$ cat config.mk
export PLATFORM = sky130hd
export DESIGN_NAME = acq_framer_top
export DESIGN_NICKNAME = d
export VERILOG_FILES = /design/src/hw/frame_pkg.sv /design/src/hw/acq_framer_top.sv /design/src/hw/cfg_regs.sv /design/src/hw/frame_checksum.sv /design/src/hw/frame_sequencer.sv /design/src/hw/group_buffer.sv
export SDC_FILE = /design/constraint.sdc
export NUM_CORES = 2
export LEC_CHECK = 0
export BUFFER_PORTS_ARGS = -buffer_cell sky130_fd_sc_hd__buf_2
export CORE_MARGIN = 5
export CORE_UTILIZATION = 34
export DETAILED_ROUTE_END_ITERATION = 10
export GPL_TIMING_DRIVEN = 0
export PLACE_DENSITY_LB_ADDON = 0.15
export SYNTH_ARGS = -nofsm -noshare
export SYNTH_HDL_FRONTEND = slang
export SYNTH_HIERARCHICAL = 1
export SYNTH_SLANG_ARGS = --single-unit
$ cat constraint.sdc
create_clock -name clk -period 4.29 [get_ports clk]
set_input_delay 0.858 -clock clk [delete_from_list [all_inputs] [get_ports clk]]
set_output_delay 0.858 -clock clk [all_outputs]
set_load 0.05 [all_outputs]
$ cat src/hw/frame_pkg.sv
package frame_pkg;

    localparam int num_groups  = 8;
    localparam int group_sel_w = 3;
    localparam int sample_w    = 16;

    localparam int buf_depth = 32;
    localparam int buf_ptr_w = $clog2(buf_depth);

    localparam int short_words = 8;
    localparam int long_words  = 16;
    localparam int word_cnt_w  = $clog2(long_words); // word index within a group

    localparam logic [7:0] sync0 = 8'h55;
    localparam logic [7:0] sync1 = 8'hAA;

    typedef enum logic [3:0] {
        st_idle,
        st_sync0,
        st_sync1,
        st_info,
        st_rate,
        st_kind,
        st_pick, // find next enabled group
        st_hi,
        st_lo,
        st_end
    } frame_state_e;

    // wishbone word addresses
    typedef enum logic [2:0] {
        adr_ctrl       = 3'd0,
        adr_dev_info   = 3'd1,
        adr_dev_rate   = 3'd2,
        adr_dev_kind   = 3'd3,
        adr_group_en   = 3'd4,
        adr_group_long = 3'd5,
        adr_status     = 3'd6
    } cfg_addr_e;

    typedef struct packed {
        logic [7:0] info;
        logic [7:0] rate;
        logic [7:0] kind;
        logic [7:0] group_en;   // one bit per group
        logic [7:0] group_long; // 1 = long group
    } dev_cfg_t;

    typedef struct packed {
        logic [7:0] data;
        logic       is_data; // counted in checksum
        logic       last;    // end of data section
    } frame_byte_t;

endpackage

$ cat src/hw/acq_framer_top.sv
`timescale 1ns/1ps

module acq_framer_top (
    input  logic                              clk,
    input  logic                              rst,
    input  logic                              wb_cyc,
    input  logic                              wb_stb,
    input  logic                              wb_we,
    input  frame_pkg::cfg_addr_e              wb_adr,
    input  logic [15:0]                       wb_dat_w,
    output logic [15:0]                       wb_dat_r,
    output logic                              wb_ack,
    input  logic                              sample_valid,
    input  logic [frame_pkg::group_sel_w-1:0] sample_group,
    input  logic [frame_pkg::sample_w-1:0]    sample_data,
    output logic                              out_valid,
    output logic [7:0]                        out_byte,
    input  logic                              out_ready
);
    import frame_pkg::*;

    dev_cfg_t              cfg;
    logic                  start;
    logic                  busy;
    logic                  frame_done;
    logic [num_groups-1:0] grp_wr;
    logic [num_groups-1:0] grp_pop;
    logic [num_groups-1:0] grp_empty;
    logic [sample_w-1:0]   grp_head [num_groups];
    logic                  seq_valid;
    logic                  seq_ready;
    frame_byte_t           seq_byte;

    assign grp_wr = sample_valid ? (num_groups'(1) << sample_group) : '0;

    cfg_regs u_regs (
        .clk        (clk),
        .rst        (rst),
        .wb_cyc     (wb_cyc),
        .wb_stb     (wb_stb),
        .wb_we      (wb_we),
        .wb_adr     (wb_adr),
        .wb_dat_w   (wb_dat_w),
        .wb_dat_r   (wb_dat_r),
        .wb_ack     (wb_ack),
        .cfg        (cfg),
        .start      (start),
        .busy       (busy),
        .frame_done (frame_done)
    );

    for (genvar g = 0; g < num_groups; g++) begin : g_buf
        group_buffer u_buf (
            .clk     (clk),
            .rst     (rst),
            .wr      (grp_wr[g]),
            .wr_data (sample_data),
            .pop     (grp_pop[g]),
            .empty   (grp_empty[g]),
            .head    (grp_head[g])
        );
    end

    frame_sequencer u_seq (
        .clk        (clk),
        .rst        (rst),
        .start      (start),
        .cfg        (cfg),
        .grp_empty  (grp_empty),
        .grp_head   (grp_head),
        .grp_pop    (grp_pop),
        .seq_valid  (seq_valid),
        .seq_byte   (seq_byte),
        .seq_ready  (seq_ready),
        .busy       (busy),
        .frame_done (frame_done)
    );

    frame_checksum u_csum (
        .clk       (clk),
        .rst       (rst),
        .seq_valid (seq_valid),
        .seq_byte  (seq_byte),
        .seq_ready (seq_ready),
        .out_valid (out_valid),
        .out_byte  (out_byte),
        .out_ready (out_ready)
    );

endmodule

$ cat src/hw/cfg_regs.sv
`timescale 1ns/1ps

module cfg_regs (
    input  logic                clk,
    input  logic                rst,
    input  logic                wb_cyc,
    input  logic                wb_stb,
    input  logic                wb_we,
    input  frame_pkg::cfg_addr_e wb_adr,
    input  logic [15:0]         wb_dat_w,
    output logic [15:0]         wb_dat_r,
    output logic                wb_ack,
    output frame_pkg::dev_cfg_t cfg,
    output logic                start,
    input  logic                busy,
    input  logic                frame_done
);
    import frame_pkg::*;

    logic       req;
    logic       wr_en;
    logic [7:0] frame_cnt;
    logic [15:0] rd_data;

    assign req   = wb_cyc & wb_stb & ~wb_ack; // no second ack on a held request
    assign wr_en = req & wb_we;

    always_ff @(posedge clk or posedge rst) begin
        if (rst) begin
            wb_ack    <= 1'b0;
            start     <= 1'b0;
            cfg       <= '0;
            frame_cnt <= '0;
        end else begin
            wb_ack <= req;
            start  <= wr_en && wb_adr == adr_ctrl && wb_dat_w[0] && !busy;
            if (wr_en) begin
                case (wb_adr)
                    adr_dev_info:   cfg.info       <= wb_dat_w[7:0];
                    adr_dev_rate:   cfg.rate       <= wb_dat_w[7:0];
                    adr_dev_kind:   cfg.kind       <= wb_dat_w[7:0];
                    adr_group_en:   cfg.group_en   <= wb_dat_w[7:0];
                    adr_group_long: cfg.group_long <= wb_dat_w[7:0];
                    default: ;
                endcase
            end
            if (frame_done) begin
                frame_cnt <= frame_cnt + 8'd1; // wraps
            end
        end
    end

    always_comb begin
        case (wb_adr)
            adr_dev_info:   rd_data = {8'h00, cfg.info};
            adr_dev_rate:   rd_data = {8'h00, cfg.rate};
            adr_dev_kind:   rd_data = {8'h00, cfg.kind};
            adr_group_en:   rd_data = {8'h00, cfg.group_en};
            adr_group_long: rd_data = {8'h00, cfg.group_long};
            adr_status:     rd_data = {frame_cnt, 7'd0, busy};
            default:        rd_data = 16'h0000;
        endcase
    end

    // read data lands together with ack
    always_ff @(posedge clk) begin
        if (req) begin
            wb_dat_r <= rd_data;
        end
    end

endmodule

$ cat src/hw/frame_checksum.sv
`timescale 1ns/1ps

module frame_checksum (
    input  logic                   clk,
    input  logic                   rst,
    input  logic                   seq_valid,
    input  frame_pkg::frame_byte_t seq_byte,
    output logic                   seq_ready,
    output logic                   out_valid,
    output logic [7:0]             out_byte,
    input  logic                   out_ready
);
    import frame_pkg::*;

    logic [7:0] sum;
    logic       sum_pend; // sum byte still to be sent
    logic       out_free;
    logic       seq_fire;

    assign out_free  = ~out_valid | out_ready;
    assign seq_ready = out_free & ~sum_pend;
    assign seq_fire  = seq_valid & seq_ready;

    always_ff @(posedge clk or posedge rst) begin
        if (rst) begin
            out_valid <= 1'b0;
            sum_pend  <= 1'b0;
            sum       <= '0;
        end else if (out_free) begin
            if (sum_pend) begin
                out_valid <= 1'b1;
                sum_pend  <= 1'b0;
                sum       <= '0; // ready for next frame
            end else if (seq_fire) begin
                out_valid <= 1'b1;
                sum_pend  <= seq_byte.last;
                if (seq_byte.is_data) begin
                    sum <= sum + seq_byte.data;
                end
            end else begin
                out_valid <= 1'b0;
            end
        end
    end

    always_ff @(posedge clk) begin
        if (out_free) begin
            if (sum_pend) begin
                out_byte <= sum;
            end else if (seq_fire) begin
                out_byte <= seq_byte.data;
            end
        end
    end

endmodule

$ cat src/hw/frame_sequencer.sv
`timescale 1ns/1ps

module frame_sequencer (
    input  logic                              clk,
    input  logic                              rst,
    input  logic                              start,
    input  frame_pkg::dev_cfg_t               cfg,
    input  logic [frame_pkg::num_groups-1:0]  grp_empty,
    input  logic [frame_pkg::sample_w-1:0]    grp_head [frame_pkg::num_groups],
    output logic [frame_pkg::num_groups-1:0]  grp_pop,
    output logic                              seq_valid,
    output frame_pkg::frame_byte_t            seq_byte,
    input  logic                              seq_ready,
    output logic                              busy,
    output logic                              frame_done
);
    import frame_pkg::*;

    frame_state_e            state;
    dev_cfg_t                cfg_q;
    logic [group_sel_w-1:0]  grp_idx;
    logic [word_cnt_w-1:0]   word_cnt;
    logic [word_cnt_w-1:0]   words_m1;
    logic [num_groups-1:0]   lower_mask;
    logic                    lower_en;
    logic                    last_word;
    logic                    seq_fire;
    logic [sample_w-1:0]     cur_head;

    assign cur_head   = grp_head[grp_idx];
    assign words_m1   = cfg_q.group_long[grp_idx] ? word_cnt_w'(long_words - 1)
                                                  : word_cnt_w'(short_words - 1);
    assign lower_mask = (num_groups'(1) << grp_idx) - 1'b1;
    assign lower_en   = |(cfg_q.group_en & lower_mask); // more groups below this one
    assign last_word  = word_cnt == words_m1;
    assign seq_fire   = seq_valid & seq_ready;

    assign busy       = state != st_idle;
    assign frame_done = state == st_end;
    assign grp_pop    = (state == st_lo && seq_ready) ? (num_groups'(1) << grp_idx) : '0;

    always_comb begin
        seq_valid        = 1'b1;
        seq_byte.data    = 8'h00;
        seq_byte.is_data = 1'b0;
        seq_byte.last    = 1'b0;
        case (state)
            st_sync0: seq_byte.data = sync0;
            st_sync1: seq_byte.data = sync1;
            st_info:  seq_byte.data = cfg_q.info;
            st_rate:  seq_byte.data = cfg_q.rate;
            st_kind: begin
                seq_byte.data = cfg_q.kind;
                seq_byte.last = cfg_q.group_en == '0; // header only frame
            end
            st_hi: begin
                seq_valid        = ~grp_empty[grp_idx]; // wait for samples
                seq_byte.data    = cur_head[15:8];
                seq_byte.is_data = 1'b1;
            end
            st_lo: begin
                seq_byte.data    = cur_head[7:0];
                seq_byte.is_data = 1'b1;
                seq_byte.last    = last_word & ~lower_en;
            end
            default: seq_valid = 1'b0; // idle, pick, end
        endcase
    end

    always_ff @(posedge clk or posedge rst) begin
        if (rst) begin
            state    <= st_idle;
            cfg_q    <= '0;
            grp_idx  <= '0;
            word_cnt <= '0;
        end else begin
            case (state)
                st_idle: begin
                    if (start) begin
                        cfg_q <= cfg;
                        state <= st_sync0;
                    end
                end
                st_sync0: begin
                    if (seq_fire) begin
                        state <= st_sync1;
                    end
                end
                st_sync1: begin
                    if (seq_fire) begin
                        state <= st_info;
                    end
                end
                st_info: begin
                    if (seq_fire) begin
                        state <= st_rate;
                    end
                end
                st_rate: begin
                    if (seq_fire) begin
                        state <= st_kind;
                    end
                end
                st_kind: begin
                    if (seq_fire) begin
                        if (cfg_q.group_en == '0) begin
                            state <= st_end;
                        end else begin
                            state   <= st_pick;
                            grp_idx <= group_sel_w'(num_groups - 1);
                        end
                    end
                end
                st_pick: begin
                    if (cfg_q.group_en[grp_idx]) begin
                        state    <= st_hi;
                        word_cnt <= '0;
                    end else begin
                        grp_idx <= grp_idx - 1'b1;
                    end
                end
                st_hi: begin
                    if (seq_fire) begin
                        state <= st_lo;
                    end
                end
                st_lo: begin
                    if (seq_fire) begin
                        if (!last_word) begin
                            state    <= st_hi;
                            word_cnt <= word_cnt + 1'b1;
                        end else if (lower_en) begin
                            state   <= st_pick;
                            grp_idx <= grp_idx - 1'b1;
                        end else begin
                            state <= st_end;
                        end
                    end
                end
                default: state <= st_idle; // st_end
            endcase
        end
    end

endmodule

$ cat src/hw/group_buffer.sv
`timescale 1ns/1ps

module group_buffer (
    input  logic                           clk,
    input  logic                           rst,
    input  logic                           wr,
    input  logic [frame_pkg::sample_w-1:0] wr_data,
    input  logic                           pop,
    output logic                           empty,
    output logic [frame_pkg::sample_w-1:0] head
);
    import frame_pkg::*;

    logic [sample_w-1:0]  mem [buf_depth];
    logic [buf_ptr_w-1:0] wr_ptr;
    logic [buf_ptr_w-1:0] rd_ptr;
    logic [buf_ptr_w:0]   count;
    logic                 full;
    logic                 push;

    assign full  = count == (buf_ptr_w + 1)'(buf_depth);
    assign empty = count == '0;
    assign push  = wr & ~full; // dropped when full
    assign head  = mem[rd_ptr];

    always_ff @(posedge clk or posedge rst) begin
        if (rst) begin
            wr_ptr <= '0;
            rd_ptr <= '0;
            count  <= '0;
        end else begin
            if (push) begin
                wr_ptr <= wr_ptr + 1'b1;
            end
            if (pop) begin
                rd_ptr <= rd_ptr + 1'b1;
            end
            case ({push, pop})
                2'b10:   count <= count + 1'b1;
                2'b01:   count <= count - 1'b1;
                default: ;
            endcase
        end
    end

    always_ff @(posedge clk) begin
        if (push) begin
            mem[wr_ptr] <= wr_data;
        end
    end

endmodule

== Yosys cells after proc, flatten, opt, wreduce, memory -nomap -nowiden ==
Memories as Yosys holds them, arrays and structs flattened.
Cells that the tools add are included.
Operators by class
  $add $sub $neg: 37
  $lt $le $gt $ge: 2
  eq/ne operators: 54
  shift-type cells: 2
  multiplexer cells: 74
  bitwise operators: 30
  reduce and logical (&&, ||, !) cells: 43
Operator list (number)
  case mux 16 bit (6 select lines): 1
  case mux 6 bit (2 select lines): 8
  adder 5 x 1 -> 5 bit, second input constant: 16
  2-to-1 mux 4 bit: 16
  2-to-1 mux 8 bit: 7
  case mux 8 bit (7 select lines): 1
  adder 6 x 1 -> 6 bit, second input constant: 8
  binary-select mux 16 bit (select 3 bit): 1
  == test 6 bit, second input constant: 8
  zero test 6 bit: 8
  subtractor 6 x 1 -> 6 bit, second input constant: 8
  case mux 4 bit (9 select lines): 1
  2-to-1 mux 16 bit: 2
  2-to-1 mux 1 bit: 24
  nonzero test 2 bit: 11
  inequality test 2 x 1 -> 1 bit, second input constant: 10
  2-to-1 mux 3 bit: 6
  == test 2 x 1 -> 1 bit, second input constant: 8
  == test 2 bit, second input constant: 8
  == test 4 x 3 -> 1 bit, second input constant: 4
  << shifter 1 x 3 -> 8 bit, first input constant: 2
  AND 1 bit: 14
  AND reduction 2 bit: 7
  NOT 1 bit: 13
  other kinds (36): 50
Word-level totals
  register bits after elaboration: 263
  memory bits (writable): 4096
  bits of input ports: 45
  output and inout bits: 26
  logic and storage cells: 295
  memories: 8
Memory list
  g_buf[0].u_buf.mem: words 32, bits a word 16, read ports 1, clocked after memory_dff 0, write ports 1, line group_buffer.sv:14  | logic [sample_w-1:0] mem [buf_depth];
  g_buf[1].u_buf.mem: words 32, bits a word 16, read ports 1, clocked after memory_dff 0, write ports 1, line group_buffer.sv:14
  g_buf[2].u_buf.mem: words 32, bits a word 16, read ports 1, clocked after memory_dff 0, write ports 1, line group_buffer.sv:14
  g_buf[3].u_buf.mem: words 32, bits a word 16, read ports 1, clocked after memory_dff 0, write ports 1, line group_buffer.sv:14
  g_buf[4].u_buf.mem: words 32, bits a word 16, read ports 1, clocked after memory_dff 0, write ports 1, line group_buffer.sv:14
  g_buf[5].u_buf.mem: words 32, bits a word 16, read ports 1, clocked after memory_dff 0, write ports 1, line group_buffer.sv:14
  +2 memories

== Longest topological paths before layout ==
  depth in word-level cells: 9
  mapped depth: 18
  gate-level depth less buffers: 14

== Modules after synthesis ==
The synthesis kept the hierarchy.
By module, submodules not included
  group_buffer at g_buf[1].u_buf ...: times used 4, cells an instance 980, area an instance 20534.7 um2, sequential area each 15775.1 um2
  group_buffer at g_buf[5].u_buf ...: times used 3, cells an instance 983, area an instance 20557.2 um2, sequential area each 15775.1 um2
  group_buffer at g_buf[0].u_buf: times used 1, cells an instance 980, area an instance 20514.7 um2, sequential area each 15775.1 um2
  frame_sequencer: times used 1, cells an instance 380, area an instance 4110.2 um2, sequential area each 1276.2 um2
  cfg_regs: times used 1, cells an instance 195, area an instance 2942.8 um2, sequential area each 1731.7 um2
  frame_checksum: times used 1, cells an instance 92, area an instance 1052.3 um2, sequential area each 490.5 um2
  acq_framer_top: times used 1, cells an instance 8, area an instance 95.1 um2, sequential area each 0.0 um2

== Least setup slack after synthesis ==
Ideal clock, no wire load.
  path kind: register to register
  from: reg g_buf[4].u_buf.rd_ptr[0]
  to: reg u_csum.sum[6]
  library setup time: 0.121 ns
  arrival: 4.048 ns
  required time: 4.169 ns
  slack: 0.121 ns
  cell stages (with the launch flop): 19
  buffers on the path: 4
  clock period less this slack: 4.169 ns
  cells stage by stage: dfrtp_1 > buf_6 > buf_6 > buf_6 > buf_4 > mux2i_1 > o22ai_1 > a2111oi_2 > a21oi_1 > mux4_2 > a221oi_1 > o211ai_1 > ha_1 > fa_1 > a21o_1 > a21oi_2 > o211ai_1 > xor2_1 > a22o_1
RTL lines
  start: declaration: line group_buffer.sv:16  | logic [buf_ptr_w-1:0] rd_ptr;
  start signal: assignment: line group_buffer.sv:36  | rd_ptr <= rd_ptr + 1'b1;
  end signal: assignment: line frame_checksum.sv:38  | sum <= sum + seq_byte.data;
  end: declaration: line frame_checksum.sv:15  | logic [7:0] sum;

==> flow_metrics.py <==
metrics = {
    "floorplan": {
        "die_h_um": 722.3,
        "pin_count": 71,
        "design.core.area_um2": 505500,
        "dieArea_um2": 521800,
        "initial_core_util_pct": 34.13,
        "rows": 261,
        "die_x_um": 722.3,
    },
    "synthesis": {
        "syn_area_per_cell_um2": 20.24,
        "yosys.area.top_type": "edfxtp_1",
        "synth_seq_cells": 4359,
        "synth_nets": 8649,
        "synth_fa_ha_area_share_pct": 0.5845,
        "yosysTopAreaCellShare_pct": 71.71,
        "synth_compound_area_share_pct": 4.951,
        "yosysUniqueCellTypes": 92,
        "synth-edff-count": 4120,
        "syn_area_um2": 172500,
        "muxShareOfSynthArea_pct": 14.36,
        "synthTopCellsByArea": "edfxtp_1, mux4_2, dfrtp_1",
        "synthFlopType": "edfxtp_1",
        "async_flop_share_pct": 5.483,
        "synth_xor_area_share_pct": 0.6498,
        "synthSimpleGateAreaFrac_pct": 2.436,
        "synth_cells": 8524,
        "synth-seq-area-share_pct": 75.18,
        "ys_warn_count": 6,
        "synth_top_family_by_area": "multiplexers",
    },
    "cts": {
        "clkTransAtPathRegs_ps": 60,
        "clockRootBuffer": "clkbuf_16",
        "clkSinkCount": 4359,
        "htreeDepth": 5,
        "cts_buffers": 457,
        "cts_buffer_depth": 4,
        "cts_tree": "done",
        "clk_latency_ps": 990,
    },
    "cells_and_area": {
        "ff_latch_area_um2": 129700,
        "fin_nets": 9492,
        "fin_util_pct": 40.52,
        "multi_input_area_um2": 42500,
        "area_growth_pct": 18.72,
        "drive_gt1_share_pct": 29.09,
        "n_fill_cell": 44710,
    },
    "route": {
        "viasPerCell": 5.343,
        "drt-wirelength-per-cell_um": 29.48,
        "firstDrtPassIters": 8,
        "vias": 87970,
        "drtIter0Drc": 8039,
        "wirelength_um": 485400,
        "drcViolationCount": 0,
        "ant_nets": 0,
    },
    "power_and_ir_drop": {
        "total_power_mw": 98.66,
        "p_per_area_nw_per_um2": 481.7,
        "irDropWorstVdd_mv": 0.3338,
        "leakagePower_nw": 63.51,
    },
    "sta": {
        "slew_violations": 0,
        "final.period_utilization_pct": 121.0,
        "finClkSkew_ps": 59.74,
        "setup_tns_ps": -5090,
        "setup_viol": 11,
        "final_hold_viol_count": 0,
        "finalCriticalPeriod_ps": 5191,
        "worstMarginPinSlew_ps": 1303,
        "timing.fmax_mhz": 192.6,
        "max_slew_margin_pct": 13.17,
        "fin_ws_ps": -901.2,
        "rsz0062_at_grt": "yes",
    },
    "critical_path": {
        "critical-path-max-stage-delay_ps": 560,
        "cp.arrival_ps": 6070,
        "worst-setup-path-type": "flip-flop to flip-flop",
        "crit_family": "compound AO/OA/AOI/OAI gates",
        "critPathBufInv": 2,
        "worstPathRequired_ps": 5170,
        "crit_chain": "buf_12 -> buf_12 -> mux4_2 -> a22o_4 -> a2111oi_4 -> a21oi_2 -> mux4_2 -> a221oi_4 -> o211ai_1 -> ha_2 -> fa_2 -> a21o_1 -> a21oi_2 -> o211ai_1 -> xor2_1 -> a22o_1",
        "crit_slowest_cell": "a2111oi_4",
        "cp-start-kind": "flip-flop",
        "cp_max_fo": 9,
        "endpoint_kind": "flip-flop",
    },
    "global_route": {
        "grt_antenna_before_repair": 52,
        "grt_max_degree": 130,
        "grt_use_total_pct": 18.24,
        "grt_pass1_wl_um": 687800,
        "grt_overflow_total": 0,
        "grt_pass1_vias": 89790,
    },
    "placed_design": {
        "gp_congestion": 0.8458,
        "io_buffer_count": 62,
        "hpwl_um": 324100,
        "dpl_worst_slack_ps": -2383,
    },
    "flow_run": {
        "max-cap-violations": 0,
    },
    "hold_path": {
        "hp-class": "input port to flip-flop",
    },
    "run_status": {
        "violations": "setup timing",
        "status": "finished, violations left",
    },
}
## final timing paths
kind	start	to	slack (ps)	cells past startpoint
min reg2reg	u_regs/frame_cnt[7]	u_regs/frame_cnt[7]	460	1
max reg2reg	g_buf[4].u_buf/rd_ptr[0]	u_csum/sum[6]	-900	16
max in group asynchronous	rst	g_buf[3].u_buf/rd_ptr[0]	2980	2
min	wb_dat_w[1]	u_regs/cfg[1]	160	2
min in group asynchronous	rst	u_csum/sum[4]	390	2
max	g_buf[4].u_buf/rd_ptr[0]	u_csum/sum[6]	-900	16
## registers in the layout (all words and copies together), names as in the netlist, 3 cells and up
register and count:
g_buf.u_buf/mem 4096, g_buf.u_buf/count 48, g_buf.u_buf/rd_ptr 40, g_buf.u_buf/wr_ptr 40
u_regs/cfg 40, u_seq/cfg_q 40, u_regs/wb_dat_r 16, u_csum/out_byte 8
u_csum/sum 8, u_regs/frame_cnt 8, u_seq/state 4, u_seq/word_cnt 4
u_seq/grp_idx 3
## layer usage
| metal | up-vias | track usage, % | part of all wire, % |
|---|---|---|---|
| li1 | 37220 | - | - |
| met1 | 47720 | 26.52 | 45 |
| met2 | 2387 | 29.14 | 47 |
| met3 | 626 | 2.351 | 5.0 |
| met4 | 6 | 4.507 | 2.6 |
| met5 | - | 0 | 0.0076 |
## per-stage QoR
stage,std cells,cell area [µm²],hold slack (ps)
2_1_floorplan,8524,172500,434.2
6_report,16470,204800,162.9
4_1_cts,16420,204000,43.86
3_3_place_gp,15290,181200,452.7
3_5_place_dp,15570,186900,452.9
5_1_grt,16450,204800,113.8
## layout make-up
class	count	area share [%]
antenna	14	0.01710
buffer	485	1.682
clock buffer	599	6.020
clock inverter	238	1.116
inverter	82	0.1503
multi-input combinational	3592	20.75
sequential	4359	63.33
tap	6706	4.097
timing repair buffer	390	2.841
## Yosys cell counts, types with 33 or more instances
master / instances
mux2_2: 101
a2111oi_2: 87
a22oi_1: 209
xor2_1: 45
a211oi_1: 33
buf_4: 78
ha_1: 79
buf_6: 53
mux4_2: 797
o221ai_1: 130
xnor2_1: 83
a22o_1: 95
nand3_1: 51
nor2_1: 315
mux2i_1: 540
o21ai_0: 51
nand4_1: 39
nand3b_1: 34
o22ai_1: 129
clkbuf_1: 213
buf_2: 103
nand2_1: 119
nor2b_1: 56
edfxtp_1: 4120
dfrtp_1: 239
a21oi_1: 248
inv_1: 80
## report_power, final
group          leakage, nW  switching (mW)  total, mW  internal (mW)
logic                 16.2            6.93       11.8           4.84
clock network         7.13            16.3       38.8           22.5
registers             40.2           0.697       48.1           47.4
total                 63.5            23.9       98.7           74.7
## layout by cell type (no fill, tap or decap), types with 77 or more instances in the layout
master and count:
a2111oi_4 82, a21oi_1 196, a22o_1 90, a22oi_1 161, buf_2 136, buf_4 112
buf_8 238, clkbuf_1 255, clkbuf_16 466, clkinv_1 107, dfrtp_1 235, edfxtp_1 4120
ha_1 77, inv_1 78, mux2_2 99, mux2i_1 537, mux4_2 797, nand2_1 119
nor2_2 256, o221ai_1 126, o22ai_1 122, xnor2_1 83
## cell families (layout without fill, tap and decap cells)
group / after synthesis / count (layout)
flip-flops: 4359 / 4359
adder cells (fa/ha/maj): 80 / 80
XOR/XNOR: 128 / 128
buffers and inverters: 573 / 1794
multiplexers: 1457 / 1457
AND/OR/NAND/NOR: 806 / 806
AO/OA/AOI/OAI: 1121 / 1121
other: 0 / 14
## what timing repair did
item | in CTS | in global routing
pin swaps | 84 | 31
endpoints found under the setup margin | 33 | 28
hold buffers | 0 | 0
buffers inserted | 23 | 31
gates resized for setup | 382 | 180
Power figures use the tool's default switching activity.
